===== src/audio_pkg.sv =====
`default_nettype none

package audio_pkg;

	localparam int sample_bits = 16;
	localparam int addr_bits = 4;
	localparam int phase_bits = 24;
	localparam int frame_bits = 64;

	localparam logic [phase_bits-1:0] phase_limit = 24'h7fffff; // half of full scale.

	localparam int sclk_div_bits = 2;  // sclk toggles every 4 CLK.
	localparam int lrclk_div_bits = 8; // lrclk toggles every 256 CLK.

	// sample sits right after the leading zero bit of the slot.
	localparam int word_msb = frame_bits - 2;
	localparam int word_lsb = frame_bits - 1 - sample_bits;

	typedef enum logic [addr_bits-1:0] {
		reg_freq = 4'h0,
		reg_ampl = 4'h1
	} reg_addr_e;

	typedef struct packed {
		logic [sample_bits-1:0] freq;
		logic [sample_bits-1:0] ampl;
		logic [sample_bits-1:0] ampl_neg;
	} audio_cfg_t;

	typedef struct packed {
		logic lrclk;
		logic sclk;
		logic frame_load; // one cycle ahead of an lrclk change.
		logic bit_shift;  // one cycle ahead of an sclk fall.
	} i2s_timing_t;

	typedef struct packed {
		logic mclk;
		logic lrclk;
		logic sclk;
		logic sdata;
	} i2s_pins_t;

endpackage

`default_nettype wire


===== src/audio_regs.sv =====
`timescale 1ns/1ps
`default_nettype none

module audio_regs (
	input  wire logic                              CLK,
	input  wire logic                              rst_n,
	input  wire audio_pkg::reg_addr_e              addr,
	input  wire logic [audio_pkg::sample_bits-1:0] data_in,
	input  wire logic                              wr,
	output logic [audio_pkg::sample_bits-1:0]      data_out,
	output audio_pkg::audio_cfg_t                  cfg
);

	logic [audio_pkg::sample_bits-1:0] freq_q;
	logic [audio_pkg::sample_bits-1:0] ampl_q;
	logic [audio_pkg::sample_bits-1:0] ampl_neg_q;
	logic freq_we;
	logic ampl_we;

	assign freq_we = wr && (addr == audio_pkg::reg_freq);
	assign ampl_we = wr && (addr == audio_pkg::reg_ampl);

	always_ff @(posedge CLK or negedge rst_n) begin
		if (!rst_n) begin
			freq_q <= '0;
		end else if (freq_we) begin
			freq_q <= data_in;
		end
	end

	// the negated copy spares the serializer an adder.
	always_ff @(posedge CLK or negedge rst_n) begin
		if (!rst_n) begin
			ampl_q <= '0;
			ampl_neg_q <= '0;
		end else if (ampl_we) begin
			ampl_q <= data_in;
			ampl_neg_q <= -data_in; // two's complement.
		end
	end

	always_comb begin
		case (addr)
			audio_pkg::reg_freq: data_out = freq_q;
			audio_pkg::reg_ampl: data_out = ampl_q;
			default:             data_out = '0; // unmapped reads as zero.
		endcase
	end

	assign cfg.freq = freq_q;
	assign cfg.ampl = ampl_q;
	assign cfg.ampl_neg = ampl_neg_q;

endmodule

`default_nettype wire


===== src/i2s_clock_gen.sv =====
`timescale 1ns/1ps
`default_nettype none

module i2s_clock_gen (
	input  wire logic              CLK,
	input  wire logic              rst_n,
	output audio_pkg::i2s_timing_t timing
);

	logic [audio_pkg::sclk_div_bits-1:0] sclk_cnt;
	logic [audio_pkg::lrclk_div_bits-1:0] lrclk_cnt;
	logic sclk_q;
	logic lrclk_q;
	logic frame_load_q;
	logic bit_shift_q;
	logic sclk_next;
	logic lrclk_next;
	logic frame_load_next;
	logic bit_shift_next;

	always_comb begin
		sclk_next = sclk_q;
		lrclk_next = lrclk_q;
		if (sclk_cnt == '0) begin
			sclk_next = ~sclk_q;
		end
		if (lrclk_cnt == '0) begin
			lrclk_next = ~lrclk_q;
		end
		// the strobe is registered, so it is armed on the last count.
		frame_load_next = (lrclk_cnt == '1);
		bit_shift_next = (sclk_cnt == '1) && sclk_q; // sclk high, so next toggle falls.
	end

	always_ff @(posedge CLK or negedge rst_n) begin
		if (!rst_n) begin
			sclk_cnt <= '0;
			lrclk_cnt <= '0;
			sclk_q <= 1'b0;
			lrclk_q <= 1'b0;
			frame_load_q <= 1'b0;
			bit_shift_q <= 1'b0;
		end else begin
			sclk_cnt <= sclk_cnt + 1'b1;
			lrclk_cnt <= lrclk_cnt + 1'b1;
			sclk_q <= sclk_next;
			lrclk_q <= lrclk_next;
			frame_load_q <= frame_load_next;
			bit_shift_q <= bit_shift_next;
		end
	end

	assign timing.lrclk = lrclk_q;
	assign timing.sclk = sclk_q;
	assign timing.frame_load = frame_load_q;
	assign timing.bit_shift = bit_shift_q;

endmodule

`default_nettype wire


===== src/square_wave_gen.sv =====
`timescale 1ns/1ps
`default_nettype none

module square_wave_gen (
	input  wire logic                              CLK,
	input  wire logic                              rst_n,
	input  wire logic [audio_pkg::sample_bits-1:0] freq,
	output logic                                   level
);

	logic [audio_pkg::phase_bits-1:0] phase_acc;
	logic [audio_pkg::phase_bits-1:0] phase_next;
	logic [audio_pkg::phase_bits-1:0] freq_ext;
	logic level_next;
	logic wrap;

	assign freq_ext = {{(audio_pkg::phase_bits - audio_pkg::sample_bits){1'b0}}, freq};

	// above the limit the count restarts rather than adding once more.
	assign wrap = (phase_acc > audio_pkg::phase_limit);

	always_comb begin
		phase_next = phase_acc + freq_ext; // modulo 2**24.
		level_next = level;
		if (wrap) begin
			phase_next = '0;
			level_next = ~level;
		end
	end

	always_ff @(posedge CLK or negedge rst_n) begin
		if (!rst_n) begin
			phase_acc <= '0;
			level <= 1'b0;
		end else begin
			phase_acc <= phase_next;
			level <= level_next;
		end
	end

endmodule

`default_nettype wire


===== src/i2s_serializer.sv =====
`timescale 1ns/1ps
`default_nettype none

module i2s_serializer (
	input  wire logic                   CLK,
	input  wire logic                   rst_n,
	input  wire audio_pkg::i2s_timing_t timing,
	input  wire logic                   level,
	input  wire audio_pkg::audio_cfg_t  cfg,
	output logic                        sdata
);

	logic [audio_pkg::frame_bits-1:0] shift_q;
	logic [audio_pkg::frame_bits-1:0] shift_next;
	logic [audio_pkg::frame_bits-1:0] slot;
	logic [audio_pkg::sample_bits-1:0] word;

	// high half of the square wave goes out negated.
	assign word = level ? cfg.ampl_neg : cfg.ampl;

	always_comb begin
		slot = '0;
		slot[audio_pkg::word_msb:audio_pkg::word_lsb] = word;
	end

	always_comb begin
		shift_next = shift_q;
		if (timing.frame_load) begin
			shift_next = slot; // load wins over a shift.
		end else if (timing.bit_shift) begin
			shift_next = {shift_q[audio_pkg::frame_bits-2:0], 1'b0};
		end
	end

	always_ff @(posedge CLK or negedge rst_n) begin
		if (!rst_n) begin
			shift_q <= '0;
		end else begin
			shift_q <= shift_next;
		end
	end

	assign sdata = shift_q[audio_pkg::frame_bits-1]; // msb first.

endmodule

`default_nettype wire


===== src/audio.sv =====
`timescale 1ns/1ps
`default_nettype none

module audio (
	input  wire logic                              CLK,
	input  wire logic                              rst_n,
	input  wire logic [audio_pkg::addr_bits-1:0]   addr,
	input  wire logic [audio_pkg::sample_bits-1:0] data_in,
	input  wire logic                              wr,
	output logic [audio_pkg::sample_bits-1:0]      data_out,
	output audio_pkg::i2s_pins_t                   pins
);

	audio_pkg::audio_cfg_t cfg;
	audio_pkg::i2s_timing_t timing;
	logic level;
	logic sdata;

	audio_regs u_regs (
		.CLK      (CLK),
		.rst_n    (rst_n),
		.addr     (audio_pkg::reg_addr_e'(addr)),
		.data_in  (data_in),
		.wr       (wr),
		.data_out (data_out),
		.cfg      (cfg)
	);

	i2s_clock_gen u_clock_gen (
		.CLK    (CLK),
		.rst_n  (rst_n),
		.timing (timing)
	);

	square_wave_gen u_square (
		.CLK   (CLK),
		.rst_n (rst_n),
		.freq  (cfg.freq),
		.level (level)
	);

	i2s_serializer u_serializer (
		.CLK    (CLK),
		.rst_n  (rst_n),
		.timing (timing),
		.level  (level),
		.cfg    (cfg),
		.sdata  (sdata)
	);

	// master clock is the system clock itself.
	assign pins.mclk = CLK;
	assign pins.lrclk = timing.lrclk;
	assign pins.sclk = timing.sclk;
	assign pins.sdata = sdata;

endmodule

`default_nettype wire


===== config.mk =====
export PLATFORM = sky130hd
export DESIGN_NAME = audio
export DESIGN_NICKNAME = d
export VERILOG_FILES = /design/src/audio_pkg.sv /design/src/audio_regs.sv /design/src/i2s_clock_gen.sv /design/src/square_wave_gen.sv /design/src/i2s_serializer.sv /design/src/audio.sv
export SDC_FILE = /design/constraint.sdc
export NUM_CORES = 1
export LEC_CHECK = 0
export BUFFER_PORTS_ARGS = -buffer_cell sky130_fd_sc_hd__buf_2
export CAP_MARGIN = 20
export CORE_UTILIZATION = 60
export CTS_CLUSTER_DIAMETER = 200
export CTS_CLUSTER_SIZE = 28
export DETAILED_ROUTE_END_ITERATION = 10
export HOLD_SLACK_MARGIN = 0.02
export PLACE_DENSITY = 0.89
export SYNTH_ARGS = -nofsm -noshare
export SYNTH_HDL_FRONTEND = slang
export SYNTH_SLANG_ARGS = --single-unit

===== constraint.sdc =====
create_clock -name CLK -period 2.7 [get_ports CLK]
set_input_delay 0.675 -clock CLK [delete_from_list [all_inputs] [get_ports CLK]]
set_output_delay 0.675 -clock CLK [all_outputs]
set_load 0.02 [all_outputs]

* Word-level counts from Yosys, hierarchy flattened
Index checks and enable logic that the tools add are counted.
Storage, ports and cells: register bits 151, output and inout bits 20
Cells by class: bitwise gates (word level) 3, reduce and logical (&&, ||, !) cells 7, eq/ne operators 3, add/subtract/negate cells 4, mux-type cells 5, $lt $le $gt $ge 1
Operator list (count):
- $mux W64 | 2
- $pmux W16 S2 | 1
- $add A24 B16 Y24 | 1
- $gt A24 B23 Y1 const B | 1
- $mux W24 | 1
- $mux W16 | 1
- $neg A16 Y16 | 1
- $add A8 B1 Y8 const B | 1
- $eq A8 B8 Y1 const B | 1
- $logic_not A8 Y1 | 1
- $eq A4 B1 Y1 const B | 1
- $logic_not A4 Y1 | 1
- $logic_and A1 B1 Y1 | 3
- $not A1 Y1 | 3
- $add A2 B1 Y2 const B | 1
- $eq A2 B2 Y1 const B | 1
- $logic_not A2 Y1 | 1
- $reduce_bool A2 Y1 | 1

* Logic depth before layout (Yosys ltp)
depth in word-level cells 2, mapped depth 7

* Hierarchy
A second synthesis with hierarchy kept.
Unflattened totals: cells, all modules 542, area, all modules 5729.2 um2
By module, submodules not included:
- audio_regs | cells each 216, instances 1, area an instance 2214.6 um2, seq. area each 1176.1 um2
- square_wave_gen | cells each 204, instances 1, area an instance 1913.1 um2, seq. area each 625.6 um2
- i2s_serializer | cells each 73, instances 1, area an instance 993.5 um2, seq. area each 425.4 um2
- i2s_clock_gen | cells each 47, instances 1, area an instance 593.1 um2, seq. area each 350.3 um2
- audio | cells each 2, instances 1, area an instance 15.0 um2, seq. area each 0.0 um2

==> results.md <==
- Final ANT Viol Nets: 0
- Async SR Flop Fraction: 100%
- RePlAce Congestion: slightly below 0.9
- Post-synth EDFFs: 0
- Worst Skew: 0.00798 ns
- Max Cap Violations: 0
- Most frequent cells after synthesis: dfrtp_1 (103), nand2_1 (42), a21oi_1 (35)
- CTS tree: done
- Die area: just under 0.01 mm^2
- Syn avg cell area: 10.4 um^2
- DR WL/cell: ~17 um
- YS warnings: 0
- Routed vias: 4,235
- Layout cells sized above 1: around a fifth
- Row cnt: 34
- GRT Util Overall: 25.9%
- Drt drc: 0
- Synthesized Nets: ~580
- DRT Pass-1 Iters: 5
- Slew Viols, Final: 0
- Starting Density: between 60% and 70%
- Nets: 616
- Synth Instances: between 500 and 600
- Grt total ovfl: 0
- Final hold violation count: 0
- Slew @ Worst Pin: approximately 1 ns
- Critical Path AT: around 2.8 ns
- Primary FF master, synth: dfrtp_1
- Yosys reg bits: approximately 100
- Setup TNS Final: 0 ns
- Die Span Y: 98.6 um
- Final wirelength: around 12,000 um
- Largest net degree at the start of global routing: 47
- Starting DRT DRC Count: approximately 290
- Synth top area share: between 40 and 50%
- Leading area contributor after synthesis: dfrtp_1
- Synthesized area: between 0.005 and 0.006 mm^2
- Critical Path End Type: flop
- Final setup violation count: 0
- VDD IR max: between 0.0004 and 0.0005 V
- Synth top area cells: dfrtp_1 (46%), mux2_2 (5.0%), ha_1 (4.7%)
- Post-cts sizing count: 0
- First-pass GRT wire length: about 20,000 um
- Status: complete, no violations
- Dpl ws: approximately 0.24 ns
- CP max FO: 5
- P&R area growth vs syn: 9.09%
- CORE AREA: 0.00889 mm^2
- Static leakage: 2.87 nW
- Clock slew at reported path FFs: around 0.10 ns
- Diode count: 0
- Critical Path Source Type: flop
- RSZ-0062 raised after global routing: no
- Reg area: about 0.0026 mm^2
- Slew margin rel.: 33.2%
- Pwr Density: between 900 and 1000 mW/mm^2
- Crit path time final: 2.45 ns
- Post-route setup slack: about 0.25 ns
- Count leader, synth: dfrtp_1
- Fillers: approximately 620
- HPWL Detailed: roughly 8400 um
- Multi-input logic area: approximately 0.0028 mm^2
- Avg Vias per Cell: 6.20
- Crit Path Class: reg2reg
- Port Buf Inserts: 42
- Post-CTS Hold Buffers: 0
- Clk_lat worst skew: 0.47 ns
- Yosys cell types: between 50 and 60
- Fmax: 408 MHz
- Worst hold path type: in2async
- Post-CTS Setup Bufs: 0
- Vias in the first global route: 4,162
- Top Ports: between 40 and 50
- Crit share post-route: between 90% and 100%
- Sequential element share of the synthesized area: ~46%
- Initial antenna violation count: 0
- Worst EP required: about 3.1 ns
- Die X: 98.6 um
[kinds of logic (layout without fill, tap and decap cells)]
group	count (synthesis)	after routing	synth area share [%]
adder cells (fa/ha/maj)	22	22	5.05
multiplexers	50	50	10.3
AND/OR/NAND/NOR	164	164	15.8
XOR/XNOR	27	27	4.22
AO/OA/AOI/OAI	130	130	15.2
flip-flops	103	103	46.0
buffers and inverters	43	79	3.40
[path summary, 6_finish.rpt]
| kind | startpoint | to | slack, ns | depth (start not counted) |
|---|---|---|---|---|
| setup reg to reg | u_regs.freq_q[0] | u_square.phase_acc[18] | 0.25 | 7 |
| max in group asynchronous | rst_n | u_serializer.shift_q[58] | 1.79 | 2 |
| hold reg to reg | u_clock_gen.sclk_cnt[0] | u_clock_gen.sclk_cnt[0] | 0.46 | 1 |
| setup / recovery | u_regs.freq_q[0] | u_square.phase_acc[18] | 0.25 | 7 |
| hold / removal | rst_n | u_clock_gen.sclk_q | 0.16 | 1 |
| min in group CLK | u_clock_gen.sclk_cnt[0] | u_clock_gen.sclk_cnt[0] | 0.46 | 1 |
[flip-flops by register name (all words and copies together) (netlist names), 2 cells and up]
| name | flops |
|---|---|
| u_regs.ampl_q | 15 |
| u_regs.ampl_neg_q | 16 |
| u_square.phase_acc | 24 |
| u_clock_gen.lrclk_cnt | 8 |
| u_clock_gen.sclk_cnt | 2 |
| u_serializer.shift_q | 17 |
| u_regs.freq_q | 16 |
[through the flow]
| step | cell area, um^2 | hold WS, ns | power [mW] | util (%) | cells |
|---|---|---|---|---|---|
| after floorplan | 5600 | 0.379 | 3.90 | - | 539 |
| after global placement | 5860 | 0.431 | 4.30 | 66.0 | 665 |
| after detailed placement | 5860 | 0.452 | 4.43 | 66.0 | 665 |
| after CTS | 6100 | 0.175 | 5.56 | 68.7 | 683 |
| after global routing | 6110 | 0.193 | 5.96 | 68.7 | 683 |
| final | 6110 | 0.164 | 5.59 | 68.7 | 683 |
[metal layers]
metal / track usage, % / routed length (um)
met5: 0 / 0
met4: 10.3 / 246
met3: 5.25 / 579
met2: 42.8 / 5870
met1: 33.8 / 5090
[worst max-delay path, cell delays in order (launching register included)]
cell      delay [ns]
dfrtp_1         0.41
ha_1            0.23
fa_1            0.44
a211oi_2        0.27
o21bai_1        0.14
a31o_2          0.29
a22oi_1         0.20
mux2_2          0.35
[where the power goes]
part	internal [mW]	switching, mW	total (mW)
Clock	0.543	0.591	1.13
Sequential	1.89	0.302	2.19
Combinational	0.990	1.28	2.27
[cells in the final DEF, fill, tap and decap left out, drive strengths merged, types with 4 or more instances in the layout]
cell    instances
o21ai          28
ha             21
nor2           24
inv            16
a21o            4
a22o           16
a211oi         17
nand2          44
and3            4
mux2i          16
nor3           17
mux2           34
clkbuf         12
nor2b          28
xnor2          12
xor2           15
nand4          10
a31oi           4
buf            48
nand3          13
a21oi          35
dfrtp         103
o211ai          9
nor4            7
[area by class of cell]
| type | instances | share of cell area, % |
|---|---|---|
| clock buffers | 13 | 2.79 |
| repair buffers | 47 | 4.34 |
| well taps | 108 | 2.21 |
| inverters | 13 | 0.799 |
| flip-flops and latches | 103 | 42.2 |
| multi-input cells | 393 | 46.4 |
| clock inverters | 6 | 1.23 |
No activity file was read; power rests on OpenSTA's default activity.
